File: src/hdl/sprite_pkg.sv
package sprite_pkg;

	// Sprites are square, and column 0 sits this far into the line memory
	parameter int SPRITE_SIZE = 16;
	parameter int ENTRY_BYTES = 4;

	// Widest sprite mask the population count handles
	parameter int MASK_MAX = 64;

	// Palette colour with red in the low bits and alpha on top
	typedef struct packed {
		logic       a;
		logic [4:0] b;
		logic [4:0] g;
		logic [4:0] r;
	} colour_t;

	typedef logic [8:0] lb_addr_t;

	typedef enum logic [3:0] {
		SCAN_IDLE,
		SCAN_CLEAR,
		SCAN_READ_Y_HI,
		SCAN_READ_Y_LO,
		SCAN_CHECK_Y,
		SCAN_READ_X_HI,
		SCAN_READ_X_LO,
		SCAN_SETUP,
		SCAN_FETCH,
		SCAN_STAGE,
		SCAN_WRITE,
		SCAN_DONE
	} scan_state_t;

	typedef enum logic [1:0] {
		COL_IDLE,
		COL_SCAN,
		COL_DONE
	} col_state_t;

	function automatic int unsigned bit_count(input logic [MASK_MAX-1:0] mask);
		int unsigned n;
		n = 0;
		for (int i = 0; i < MASK_MAX; i++)
		begin
			n += mask[i];
		end
		return n;
	endfunction

endpackage

File: src/hdl/pixel_if.sv
`timescale 1ns/1ps

interface pixel_if #(
	parameter int SPRITE_COUNT = 32
);
	import sprite_pkg::*;

	logic                            pixel_valid;
	lb_addr_t                        pixel_x;
	colour_t                         pixel_colour;
	logic [$clog2(SPRITE_COUNT)-1:0] pixel_sprite;
	logic                            pixel_collide;
	// Swap event for every buffer behind the scanner
	logic                            line_start;

	modport master (
		output pixel_valid,
		output pixel_x,
		output pixel_colour,
		output pixel_sprite,
		output pixel_collide,
		output line_start
	);

	modport listener (
		input  pixel_valid,
		input  pixel_x,
		input  pixel_colour,
		input  pixel_sprite,
		input  pixel_collide,
		input  line_start
	);

endinterface

File: src/hdl/sprite_scanner.sv
`timescale 1ns/1ps

module sprite_scanner #(
	parameter int SPRITE_COUNT = 32,
	parameter int CLEAR_CYCLES = 368
) (
	input  logic                   clk,
	input  logic                   rst_n,
	input  logic                   hsync,
	input  logic                   vblank,
	input  logic [8:0]             vcnt,
	output logic [$clog2(SPRITE_COUNT * sprite_pkg::ENTRY_BYTES)-1:0] spriteram_addr,
	input  logic [7:0]             spriteram_data,
	output logic [13:0]            spriterom_addr,
	input  logic [7:0]             spriterom_data,
	output logic [7:0]             palrom_addr,
	input  sprite_pkg::colour_t    palrom_data,
	pixel_if.master                pix
);
	import sprite_pkg::*;

	localparam int IDX_W = $clog2(SPRITE_COUNT);
	localparam int RAM_AW = $clog2(SPRITE_COUNT * ENTRY_BYTES);
	localparam int CLR_W = $clog2(CLEAR_CYCLES);

	scan_state_t       state;
	logic              hsync_q;
	logic              hold;
	logic [CLR_W-1:0]  clr_cnt;
	logic [IDX_W-1:0]  spr_idx;
	logic              last_sprite;
	logic [RAM_AW-1:0] next_entry;
	logic [9:0]        active_y;
	logic [9:0]        spr_y;
	lb_addr_t          spr_x;
	logic              spr_en;
	logic              spr_collide;
	logic [1:0]        spr_pal;
	logic [5:0]        spr_image;
	logic [3:0]        row_off;
	logic [3:0]        pix_idx;
	logic              y_hit;

	assign last_sprite = (spr_idx == IDX_W'(SPRITE_COUNT - 1));
	assign next_entry = RAM_AW'((int'(spr_idx) + 1) * ENTRY_BYTES);

	// Row is offset by the sprite height so the compare never goes negative
	assign y_hit = spr_en && ({1'b0, active_y} >= {1'b0, spr_y}) &&
		({1'b0, active_y} < {1'b0, spr_y} + 11'(SPRITE_SIZE));

	always_ff @(posedge clk)
	begin
		if (!rst_n)
		begin
			state <= SCAN_IDLE;
			hsync_q <= 1'b0;
			hold <= 1'b0;
			pix.line_start <= 1'b0;
			pix.pixel_valid <= 1'b0;
		end
		else
		begin
			hsync_q <= hsync;
			pix.line_start <= 1'b0;
			pix.pixel_valid <= 1'b0;

			// One idle cycle after each new memory address
			if (hold)
			begin
				hold <= 1'b0;
			end
			else
			begin
				unique case (state)
					SCAN_IDLE:
					begin
						if (hsync && !hsync_q)
						begin
							pix.line_start <= 1'b1;
							active_y <= 10'(vcnt) + 10'(SPRITE_SIZE + 1);
							clr_cnt <= '0;
							state <= SCAN_CLEAR;
						end
					end

					// Line memory clears its write half meanwhile
					SCAN_CLEAR:
					begin
						if (clr_cnt == CLR_W'(CLEAR_CYCLES - 1))
						begin
							spr_idx <= '0;
							spriteram_addr <= '0;
							hold <= 1'b1;
							state <= SCAN_READ_Y_HI;
						end
						else
						begin
							clr_cnt <= clr_cnt + 1'b1;
						end
					end

					SCAN_READ_Y_HI:
					begin
						spr_en <= spriteram_data[7];
						spr_collide <= spriteram_data[6];
						spr_pal <= spriteram_data[5:4];
						spr_y[9:8] <= spriteram_data[1:0];
						spriteram_addr <= spriteram_addr + 1'b1;
						hold <= 1'b1;
						state <= SCAN_READ_Y_LO;
					end

					SCAN_READ_Y_LO:
					begin
						spr_y[7:0] <= spriteram_data;
						spriteram_addr <= spriteram_addr + 1'b1;
						state <= SCAN_CHECK_Y;
					end

					SCAN_CHECK_Y:
					begin
						if (y_hit)
						begin
							row_off <= 4'(active_y - spr_y);
							state <= SCAN_READ_X_HI;
						end
						else if (last_sprite)
						begin
							state <= SCAN_DONE;
						end
						else
						begin
							spr_idx <= spr_idx + 1'b1;
							spriteram_addr <= next_entry;
							hold <= 1'b1;
							state <= SCAN_READ_Y_HI;
						end
					end

					// Byte 2 address went out two cycles ago
					SCAN_READ_X_HI:
					begin
						spr_image <= spriteram_data[7:2];
						spr_x[8] <= spriteram_data[0];
						spriteram_addr <= spriteram_addr + 1'b1;
						hold <= 1'b1;
						state <= SCAN_READ_X_LO;
					end

					SCAN_READ_X_LO:
					begin
						spr_x[7:0] <= spriteram_data;
						state <= SCAN_SETUP;
					end

					SCAN_SETUP:
					begin
						spriterom_addr <= {spr_image, row_off, 4'b0000};
						pix_idx <= '0;
						hold <= 1'b1;
						state <= SCAN_FETCH;
					end

					SCAN_FETCH:
					begin
						palrom_addr <= {spr_pal, spriterom_data[4:0], 1'b0};
						spriterom_addr <= spriterom_addr + 1'b1;
						hold <= 1'b1;
						state <= SCAN_STAGE;
					end

					// Transparent pixels pass through write without a strobe
					SCAN_STAGE:
					begin
						pix.pixel_valid <= palrom_data.a;
						pix.pixel_x <= spr_x + lb_addr_t'(pix_idx);
						pix.pixel_colour <= palrom_data;
						pix.pixel_sprite <= spr_idx;
						pix.pixel_collide <= spr_collide && !vblank;
						state <= SCAN_WRITE;
					end

					SCAN_WRITE:
					begin
						if (pix_idx != 4'(SPRITE_SIZE - 1))
						begin
							pix_idx <= pix_idx + 1'b1;
							state <= SCAN_FETCH;
						end
						else if (last_sprite)
						begin
							state <= SCAN_DONE;
						end
						else
						begin
							spr_idx <= spr_idx + 1'b1;
							spriteram_addr <= next_entry;
							hold <= 1'b1;
							state <= SCAN_READ_Y_HI;
						end
					end

					SCAN_DONE:
					begin
						state <= SCAN_IDLE;
					end

					default:
					begin
						state <= SCAN_IDLE;
					end
				endcase
			end
		end
	end

	// Both consumers rely on pixels never arriving back to back
	a_pixel_in_write: assert property (@(posedge clk) disable iff (!rst_n)
		pix.pixel_valid |-> (state == SCAN_WRITE) ##1 !pix.pixel_valid);

endmodule

File: src/flat_wrapper.sv
// flat-port wrapper written by rule: the top's interface ports become plain ports
module sprite_scanner_flat import sprite_pkg::*;
#(
	parameter int SPRITE_COUNT = 32,
	parameter int CLEAR_CYCLES = 368
)
  (clk, rst_n, hsync, vblank, vcnt, spriteram_addr, spriteram_data, spriterom_addr, spriterom_data, palrom_addr, palrom_data, pix_pixel_valid, pix_pixel_x, pix_pixel_colour, pix_pixel_sprite, pix_pixel_collide, pix_line_start);
  pixel_if #(.SPRITE_COUNT(SPRITE_COUNT)) pix_i ();
  input  logic clk;
  input  logic rst_n;
  input  logic hsync;
  input  logic vblank;
  input  logic [8:0] vcnt;
  output logic [$clog2(SPRITE_COUNT * sprite_pkg::ENTRY_BYTES)-1:0] spriteram_addr;
  input  logic [7:0] spriteram_data;
  output logic [13:0] spriterom_addr;
  input  logic [7:0] spriterom_data;
  output logic [7:0] palrom_addr;
  input  sprite_pkg::colour_t palrom_data;
  output wire logic [$bits(pix_i.pixel_valid)-1:0] pix_pixel_valid;
  output wire logic [$bits(pix_i.pixel_x)-1:0] pix_pixel_x;
  output wire logic [$bits(pix_i.pixel_colour)-1:0] pix_pixel_colour;
  output wire logic [$bits(pix_i.pixel_sprite)-1:0] pix_pixel_sprite;
  output wire logic [$bits(pix_i.pixel_collide)-1:0] pix_pixel_collide;
  output wire logic [$bits(pix_i.line_start)-1:0] pix_line_start;
  assign pix_pixel_valid = pix_i.pixel_valid;
  assign pix_pixel_x = pix_i.pixel_x;
  assign pix_pixel_colour = pix_i.pixel_colour;
  assign pix_pixel_sprite = pix_i.pixel_sprite;
  assign pix_pixel_collide = pix_i.pixel_collide;
  assign pix_line_start = pix_i.line_start;
  sprite_scanner #(.SPRITE_COUNT(SPRITE_COUNT), .CLEAR_CYCLES(CLEAR_CYCLES)) u_core (.clk(clk), .rst_n(rst_n), .hsync(hsync), .vblank(vblank), .vcnt(vcnt), .spriteram_addr(spriteram_addr), .spriteram_data(spriteram_data), .spriterom_addr(spriterom_addr), .spriterom_data(spriterom_data), .palrom_addr(palrom_addr), .palrom_data(palrom_data), .pix(pix_i));
endmodule
File: config.mk
export PLATFORM = sky130hd
export DESIGN_NAME = sprite_scanner_flat
export DESIGN_NICKNAME = d
export VERILOG_FILES = /design/src/hdl/sprite_pkg.sv /design/src/hdl/pixel_if.sv /design/src/hdl/sprite_scanner.sv /design/src/flat_wrapper.sv
export SDC_FILE = /design/constraint.sdc
export NUM_CORES = 1
export LEC_CHECK = 0
export BUFFER_PORTS_ARGS = -buffer_cell sky130_fd_sc_hd__clkbuf_2
export CORE_MARGIN = 5
export CORE_UTILIZATION = 39
export CTS_CLUSTER_SIZE = 40
export DETAILED_ROUTE_END_ITERATION = 6
export PLACE_DENSITY = 0.6
export SYNTH_ARGS = -nofsm -noshare
export SYNTH_HDL_FRONTEND = slang
export SYNTH_SLANG_ARGS = --single-unit
File: constraint.sdc
create_clock -name clk -period 3.8 [get_ports clk]
set_input_delay 0 -clock clk [delete_from_list [all_inputs] [get_ports clk]]
set_output_delay 0 -clock clk [all_outputs]
set_load 0.005 [all_outputs]
**Word level (Yosys, flattened, before mapping)**

Cells that the tools add are included.

- Add/subtract/negate cells: 10
- Order comparisons: 2
- Equal/unequal tests: 19
- Muxes and demuxes: 28
- Bitwise logic cells: 4
- Reductions and logical operators: 31

Operator list:

| kind | number |
|---|---|
| 4-bit one-hot mux with 11 select lines | 1 |
| 7-bit two-way mux | 4 |
| 14-bit one-hot mux with 2 select lines | 1 |
| 7-bit one-hot mux with 4 select lines | 1 |
| 4-bit two-way mux | 6 |
| 3-bit AND reduction | 8 |
| 5-bit two-way mux | 4 |
| 9-bit two-way mux | 2 |
| 9-bit one-hot mux with 2 select lines | 1 |
| 4-bit by 3-bit equality test with 1-bit output (second input constant) | 4 |
| 5-bit one-hot mux with 3 select lines | 1 |
| 14-bit by 1-bit adder with 14-bit output (second input constant) | 1 |
| 4-bit equality test (second input constant) | 3 |
| 4-bit AND reduction | 3 |
| 6-bit AND reduction | 2 |
| 10-bit by 5-bit adder with 11-bit output (second input constant) | 1 |
| 10-bit by 11-bit < comparator with 1-bit output | 1 |
| 5-bit by 1-bit adder with 5-bit output (second input constant) | 2 |
| 9-bit by 5-bit adder with 10-bit output (second input constant) | 1 |
| 10-bit greater-or-equal comparator | 1 |
| 9-bit by 1-bit adder with 9-bit output (second input constant) | 1 |
| 9-bit by 4-bit adder with 9-bit output | 1 |
| 9-bit equality test (second input constant) | 1 |
| 3-bit OR reduction | 3 |
| other kinds (22) | 40 |

- Register bits: 128
- Output and inout bits: 62

**Longest topological paths before layout**

Gate-level depths: netlist of the first run.

- Depth after elaboration: 5
- Gate-level depth with buffers: 9
- Depth with buffers taken out: 9

**Least setup slack after synthesis of the first run**

OpenSTA, ideal clock, no wires.

- Kind: reg2reg
- From: reg u_core.state[3]
- To: reg u_core.pix.pixel_collide, enable pin
- Setup time: 0.459 ns
- Arrival time: 3.009 ns
- Data required time: 3.341 ns
- Setup slack: 0.332 ns
- Stages on the path, launching flop included: 4
- Buffers on the path: 1
- Cells stage by stage: dfxtp_1 -> clkbuf_1 -> nand2_1 -> nor3_1

- Cells in the longest elaborated chain, start to end: 2

RTL lines:

| item | RTL line | text |
|---|---|---|
| start: declaration | sprite_scanner.sv:26 | `scan_state_t state;` |
| start signal: assignment | sprite_scanner.sv:55 | `state <= SCAN_IDLE;` |
| start signal: assignment | sprite_scanner.sv:82 | `state <= SCAN_CLEAR;` |
| start signal: assignment | sprite_scanner.sv:94 | `state <= SCAN_READ_Y_HI;` |
| 4-bit equality test | sprite_scanner.sv:74 | `unique case (state)` |
| 3-bit AND reduction (no source line) | -- |  |
| end signal: assignment | sprite_scanner.sv:179 | `pix.pixel_collide <= spr_collide && !vblank;` |
| end: declaration | pixel_if.sv:21 | `output pixel_collide,` |

No other way between the ends.
A chain may end at the register's enable or synchronous reset.

**Worst setup path in the final report of the first run**

- From: reg u_core.active_y[0]
- To: reg u_core.spriteram_addr[5] in the netlist's numbering, enable pin

- Cells in the longest elaborated chain, start to end: 5

RTL lines:

| item | RTL line | text |
|---|---|---|
| start: declaration | sprite_scanner.sv:33 | `logic [9:0] active_y;` |
| start signal: assignment | sprite_scanner.sv:80 | `active_y <= 10'(vcnt) + 10'(SPRITE_SIZE + 1);` |
| 10-bit greater-or-equal comparator | sprite_scanner.sv:48 | `assign y_hit = spr_en && ({1'b0, active_y} >= {1'b0, spr_y}) &&` |
| 1-bit logical AND | sprite_scanner.sv:48 |  |
| 1-bit logical AND (*) | sprite_scanner.sv:48 |  |
| 2-bit inequality test (no source line) (*) | -- |  |
| 6-bit AND reduction (no source line) (*) | -- |  |
| end signal: assignment | sprite_scanner.sv:108 | `spriteram_addr <= spriteram_addr + 1'b1;` |
| end signal: assignment | sprite_scanner.sv:116 | `spriteram_addr <= spriteram_addr + 1'b1;` |
| end signal: assignment | sprite_scanner.sv:134 | `spriteram_addr <= next_entry;` |
| end: declaration | sprite_scanner.sv:12 | `output logic [$clog2(SPRITE_COUNT * sprite_pkg::ENTRY_BYTES)-1:0] spriteram_addr,` |

Mark *: on every way between the ends. The rest lies on a longest branch, timed or not.

==> impl_metrics.toml, run 1 <==
[clock_tree]
clockBufferDepth = 2
cts_tree = "yes"
cts_buffers = 17
root_buffer = "clkbuf_16"
clock_sinks = 128
cts.reportedPaths.clkPinSlew_ns = 0.06
htreeDepth = 4
clock_latency_ns = 0.42
ctsResizeCount = 0

[synth]
synthTopCellsByArea = "edfxtp_1 59%, ha_1 6.0%, xnor2_1 4.3%, xor2_1 2.9%, nor2_1 2.7%"
synth.distinct_cells = 56
synthArstFlopShare_pct = 0
synth_top_area_cell = "edfxtp_1"
yosys_register_bits = 128
synth.cell_area_sq_um = 6080
ys_warn_count = 0
synth_cells = 480
syn_nets = 556
syn_avg_cell_area_sq_um = 12.7
synth_top_area_share_pct = 59.2
synth_edf_count = 120
seq_area_frac_synth_pct = 61.9
synthFlopType = "edfxtp_1"

[placed_design]
hpwl_mm = 8.98
port_buffers = 102
dpl_cell_area_sq_um = 6840
place_ws_ns = 0.485
gp_congestion = 0.888

[outcome]
status = "completed"

[floorplanning]
num_rows = 45
dieArea_sq_um = 18200
io_pins = 107
start_util_pct = 39.9
die_w_microns = 135
core_area_sq_um = 15300
die_h_microns = 135

[timing]
rsz0062_at_grt = "false"
period_share_pct = 84.1
finalClockSkew_ns = 0.00724
hold_viol = 0
drv_slew = 0
layout_min_cycle_time_ns = 3.20
fmax_mhz = 313
tightest_slew_ns = 1.12
relSlewSlack_pct = 24.6
whs_ns = 0.300
finalSetupTns_ns = 0
setup_viol_count_final = 0
layout_setup_ws_ns = 0.603

[grt]
grt_max_degree = 33
track_usage_pct = 14.3
antenna_found_initial = 0
grt_pass1_vias = 4259
grt_pass1_wl_mm = 20.7
grt-ovfl-total = 0

[power]
p_int_mw = 2.86
swShare_pct = 26.1
power.density_nw_per_um2 = 491
p_switching_mw = 1.01
power.leakage_nw = 3.05
finalPower_mw = 3.87
p_seq_share_pct = 45.0
p_clk_share_pct = 42.2
ir_drop_uv = 351
pwr-share-comb_pct = 12.8

[critical_path]
worstPathMaxFanout = 7
slowest_stage = "a211oi_1"
cp_data_required_time_ns = 3.83
critPathArrivalTime_ns = 3.23
cp_common_cell = "inv_1"
crit_path_max_incr_delay_ns = 0.92
critPathKind = "reg -> reg"
end_kind = "register"
crit_chain = "inv_1, ha_1, inv_1, fa_1, a21oi_1, o221ai_1, a211oi_4, nor4b_4, a211oi_1"
reg2reg_setup_slack_ns = 0.60
start_kind = "register"

[routing]
initialDrtViolationCount = 196
wl_per_cell_microns = 14.8
dr.pass1.iters = 5
routed-via-count = 4211
drc = 0
routed_via_density = 4.90
drt_wl_total_mm = 12.7
final_antenna_net_count = 0

[flow_run]
maxCapViolCount = 0

[hold_path]
hp-class = "in -> reg"

[layout]
nets = 711
mostFrequentLayoutCells = "120 x edfxtp_1, 102 x clkbuf_2, 44 x dlygate4sd3_1"
stdcell_area_sq_um = 7880
layout_commonest_cell = "edfxtp_1"
diodes = 0
area_delta_synth_final_pct = 29.5
multiInputGateArea_sq_um = 2170
num-fill-cells = 1304
drive_gt1_share_pct = 22.2
ff_latch_area_sq_um = 3760
==> synthesized netlist by cell type (4+ instances only) <==
cell type,n
edfxtp_1,120
nor2_1,43
xnor2_1,30
ha_1,29
inv_1,29
nand2_1,25
nand3_1,21
o21ai_0,21
xor2_1,20
and3_1,15
a21oi_1,13
clkbuf_1,8
dfxtp_1,8
nor2b_1,8
nor3_1,8
nand2b_1,7
and2_1,6
o22ai_1,6
a21o_1,5
nand4_1,5
nor3b_1,4
==> per-stage QoR <==
step                      util (%)  std cells
after floorplan                  -        480
after global placement        44.8        783
after detailed placement      44.8        783
after CTS                     51.6        859
after global routing          51.6        859
final                         51.6        859
==> worst paths after layout <==
path,start,end,cells past startpoint
worst max-delay path,u_core.active_y[0]$_DFFE_PP_,u_core.spriteram_addr[5]$_DFFE_PP_,9
worst min-delay path,palrom_data[9],u_core.pix.pixel_colour[9]$_DFFE_PP_,2
worst max register to register,u_core.active_y[0]$_DFFE_PP_,u_core.spriteram_addr[5]$_DFFE_PP_,9
worst min register to register,u_core.spr_pal[0]$_DFFE_PP_,u_core.palrom_addr[6]$_DFFE_PP_,0
==> worst max-delay path: cells and delay by family, from the launching register on <==
kind                       cells  cell delay (ns)
AOI/OAI and AO/OA              4             1.66
buffers and inverters          2             0.12
DFF                            1             0.36
adders and majority gates      2             0.56
and+or+nand+nor                1             0.11
==> registers in the layout, indices dropped and copies added (netlist names), 2 cells and up <==
name,count
u_core.spr_image,6
u_core.spriterom_addr,14
u_core.state,4
u_core.pix.pixel_colour,16
u_core.palrom_addr,7
u_core.spr_pal,2
u_core.spr_idx,5
u_core.spriteram_addr,7
u_core.pix.pixel_sprite,5
u_core.pix_idx,4
u_core.row_off,4
u_core.pix.pixel_x,9
u_core.clr_cnt,9
u_core.spr_y,10
u_core.spr_x,9
u_core.active_y,10
==> kinds of logic (layout without fill, tap and decap cells) <==
family / Yosys count / in the layout / synth area share, %
xor+xnor: 50 / 50 / 7.20
fa+ha+maj: 31 / 31 / 6.62
buf+inv: 42 / 210 / 2.71
flops: 128 / 128 / 61.9
mux: 2 / 2 / 0.329
other cells: 1 / 1 / 0.0616
compound gates: 75 / 75 / 8.49
simple gates: 151 / 151 / 12.7
==> layer usage <==
metal	GRT usage, %	vias to the layer above	share of wire (%)
li1	-	2073	-
met1	17.2	2007	44
met2	24.7	109	49
met3	3.24	22	4.7
met4	6.33	0	2.0
met5	0	-	0
==> power groups by stage <==
| stage | clock (mW) | combinational, mW | sequential [mW] |
|---|---|---|---|
| 2_1_floorplan | 0 | 0.359 | 1.72 |
| 4_1_cts | 1.67 | 0.499 | 1.74 |
| 3_5_place_dp | 0 | 0.458 | 1.77 |
| 3_3_place_gp | 0 | 0.445 | 1.77 |
| 5_1_grt | 1.74 | 0.553 | 1.75 |
| 6_report | 1.63 | 0.494 | 1.74 |
==> cell type report <==
class / count / share of cell area [%]
Clock buffer: 17 / 5.40
Sequential cell: 128 / 47.8
Inverter: 29 / 1.38
Clock inverter: 15 / 2.21
Tap cell: 211 / 3.35
Timing Repair Buffer: 149 / 12.4
Multi-Input combinational cell: 310 / 27.5
==> repair_timing <==
| item | 4_1_cts | 5_1_grt |
|---|---|---|
| hold endpoints to repair | 68 | 0 |
| buffers inserted | 0 | 0 |
| hold buffers | 44 | 0 |
No activity file was read; power rests on OpenSTA's default activity.
==> run 2: changes to the inputs <==
--- a/config.mk
+++ b/config.mk
@@ -5,6 +5,7 @@
 export SDC_FILE = /design/constraint.sdc
 export NUM_CORES = 1
 export LEC_CHECK = 0
+export ABC_AREA = 1
 export BUFFER_PORTS_ARGS = -buffer_cell sky130_fd_sc_hd__clkbuf_2
 export CORE_MARGIN = 5
 export CORE_UTILIZATION = 39
==> constraint.sdc (replaced) <==
create_clock -name clk -period 3.3 [get_ports clk]
set_input_delay 0 -clock clk [delete_from_list [all_inputs] [get_ports clk]]
set_output_delay 0 -clock clk [all_outputs]
set_load 0.005 [all_outputs]
==> impl_metrics.toml, run 2 <==
[placed_design]
gp_congestion = 0.862
hpwl_mm = 9.14
port_buffers = 102

[layout]
mostFrequentLayoutCells = "120 x edfxtp_1, 102 x clkbuf_2, 92 x nand2_1"
biggestRegsByFlops = "u_core.pix.pixel_colour: 16 flops, u_core.spriterom_addr: 14 flops"
drive_gt1_share_pct = 23.9
diodes = 0
num-fill-cells = 1375
fin_util_pct = 51.7
largest_reg_flops = 16
layout_commonest_cell = "edfxtp_1"
nets = 807
area_delta_synth_final_pct = 28.9
largest-register = "u_core.pix.pixel_colour"

[routing]
wl_per_cell_microns = 13.2
drc = 0
dr.pass1.iters = 4
final_antenna_net_count = 0
drt_wl_total_mm = 12.6
routed-via-count = 4374
initialDrtViolationCount = 233
routed_via_density = 4.58

[power]
power.leakage_nw = 3.37
p_int_mw = 3.18
p_clk_share_pct = 38.8
swShare_pct = 26.0
power.density_nw_per_um2 = 543
p_switching_mw = 1.12
ir_drop_uv = 464
pwr-share-comb_pct = 14.5
p_seq_share_pct = 46.7

[floorplanning]
die_w_microns = 135
core_area_sq_um = 15300
start_util_pct = 40.1
die_h_microns = 135
num_rows = 45
io_pins = 107
dieArea_sq_um = 18300

[timing]
setup_viol_count_final = 0
finalSetupTns_ns = 0
relSlewSlack_pct = 57.7
finalClockSkew_ns = 0.0143
hold_viol = 0
period_share_pct = 79.6
fmax_mhz = 381
tightest_slew_ns = 0.632
layout_min_cycle_time_ns = 2.63
drv_slew = 0
rsz0062_at_grt = "false"

[critical_path]
worstPathMaxFanout = 7
crit_end = "u_core.spriteram_addr[4]$_DFFE_PP_"
r2r_cells = 12
cp_num_cells = 12
crit_family = "simple AND/OR/NAND/NOR gates"
cp_num_buf_inv = 2
cp_common_cell = "nand2_1"
r2r_end = "u_core.spriteram_addr[4]$_DFFE_PP_"
crit_chain = "ha_1, nand2_1, xor2_1, ha_1, nand2_1, inv_1, nand3_1, nand3b_1, nand4_1, nand2_1, nor4_1, buf_4"
critPathArrivalTime_ns = 2.75
slowest_stage = "edfxtp_1"
end_kind = "register"
crit_start = "u_core.spr_y[4]$_DFFE_PP_"
start_kind = "register"
r2r-start = "u_core.spr_y[4]$_DFFE_PP_"
reg2reg_setup_slack_ns = 0.67
critPathKind = "reg -> reg"
crit_path_max_incr_delay_ns = 0.41
cp_data_required_time_ns = 3.42

[synth]
synthTopCellsByCount = "120 x edfxtp_1, 92 x nand2_1, 73 x inv_1"
ys_warn_count = 0
synth.cell_area_sq_um = 6140
synthFlopType = "edfxtp_1"
yosys_register_bits = 128
synthTopCellsByArea = "edfxtp_1 59%, ha_1 5.9%, nand2_1 5.6%, inv_1 4.5%, nor2_1 4.1%"
synth.most_common_cell = "edfxtp_1"
seq_area_frac_synth_pct = 61.3
syn_nets = 639
synth_cells = 563
synth_edf_count = 120
synth_top_area_share_pct = 58.7
synthArstFlopShare_pct = 0
synth_top_area_cell = "edfxtp_1"
syn_avg_cell_area_sq_um = 10.9
synth.distinct_cells = 38

[grt]
grt_pass1_wl_mm = 20.9
antenna_found_initial = 0
track_usage_pct = 14.5
grt_max_degree = 32
grt_pass1_vias = 4377
grt-ovfl-total = 0

[clock_tree]
cts.reportedPaths.clkPinSlew_ns = 0.05
htreeDepth = 4
cts_buffers = 17
cts_hold_buf = 44
post_cts.repair.setup_buffers = 0
clockBufferDepth = 2
cts_tree = "yes"
ctsResizeCount = 0
root_buffer = "clkbuf_16"
clock_sinks = 128
clock_latency_ns = 0.42

[flow_run]
maxCapViolCount = 0

[hold_path]
hp-start = "palrom_data[10]"
min_path_cells = 2
hp-class = "in -> reg"

[outcome]
status = "completed"
-- run 2: changes by cell type after synthesis, sizes merged, moves of 4 or more --
cell	change
nor2	+38
o22ai	-5
nand2	+70
xnor2	-22
xor2	+4
nor2b	-8
a21oi	+7
nand3	+8
inv	+60
and3	-14
and2	-6
nand2b	-7
clkbuf	-7
-- run 2: routing by layer --
metal  global-route usage (%)  vias up  part of all wire [%]
met5                        0        -                     0
li1                         -     2224                     -
met4                     5.54        0                   1.7
met2                     23.6      105                    50
met1                     17.9     2023                    43
met3                     4.72       22                   5.3
-- run 2: worst reg2reg max path, delay by kind of cell, from the launching register on --
kind          cells  cell delay, ns
simple gates      7            0.97
fa+ha+maj         2            0.57
flops             1            0.41
buf+inv           2            0.26
xor+xnor          1            0.14
-- run 2: layout make-up --
| type | count | area, sq um | area share (%) |
|---|---|---|---|
| Sequential cell | 128 | 3760 | 47.5 |
| Tap cell | 211 | 264 | 3.34 |
| Timing Repair Buffer | 152 | 996 | 12.6 |
| Inverter | 89 | 334 | 4.22 |
| Clock buffer | 19 | 433 | 5.47 |
| Multi-Input combinational cell | 343 | 2030 | 25.6 |
| Clock inverter | 13 | 97.6 | 1.23 |
-- run 2: kinds of logic after synthesis --
group | synth area share (%)
AO/OA/AOI/OAI | 4.57
XOR/XNOR | 4.57
adder cells (fa/ha/maj) | 6.56
buffers and inverters | 5.71
flip-flops | 61.3
other | 0.0611
AND/OR/NAND/NOR | 17.2
-- run 2: through the flow --
step	power (mW)	cell area, sq um	hold slack [ns]	setup WS (ns)	cells
2_1_floorplan	2.43	6140	0.0935	0.530	563
3_3_place_gp	2.60	6940	0.177	0.708	879
3_5_place_dp	2.62	6940	0.179	0.701	879
4_1_cts	4.34	7920	0.277	0.656	955
5_1_grt	4.53	7920	0.286	0.408	955
6_report	4.30	7920	0.304	0.674	955
-- run 2: worst min path at each step --
stage / to / slack [ns]
5_1_grt: u_core.palrom_addr[1]$_DFFE_PP_ / 0.29
3_5_place_dp: u_core.pix.pixel_colour[9]$_DFFE_PP_ / 0.18
3_3_place_gp: u_core.pix.pixel_colour[13]$_DFFE_PP_ / 0.18
2_1_floorplan: u_core.hsync_q$_SDFF_PN0_ / 0.09
6_report: u_core.pix.pixel_colour[10]$_DFFE_PP_ / 0.30
4_1_cts: u_core.pix.pixel_colour[9]$_DFFE_PP_ / 0.28
-- run 2: power by group through the flow --
stage          sequential (mW)  combinational (mW)  clock [mW]
2_1_floorplan             2.02               0.409           0
3_3_place_gp              2.03               0.566           0
3_5_place_dp              2.04               0.581           0
4_1_cts                   2.01               0.629        1.71
5_1_grt                   2.02               0.710        1.80
6_report                  2.01               0.624        1.67
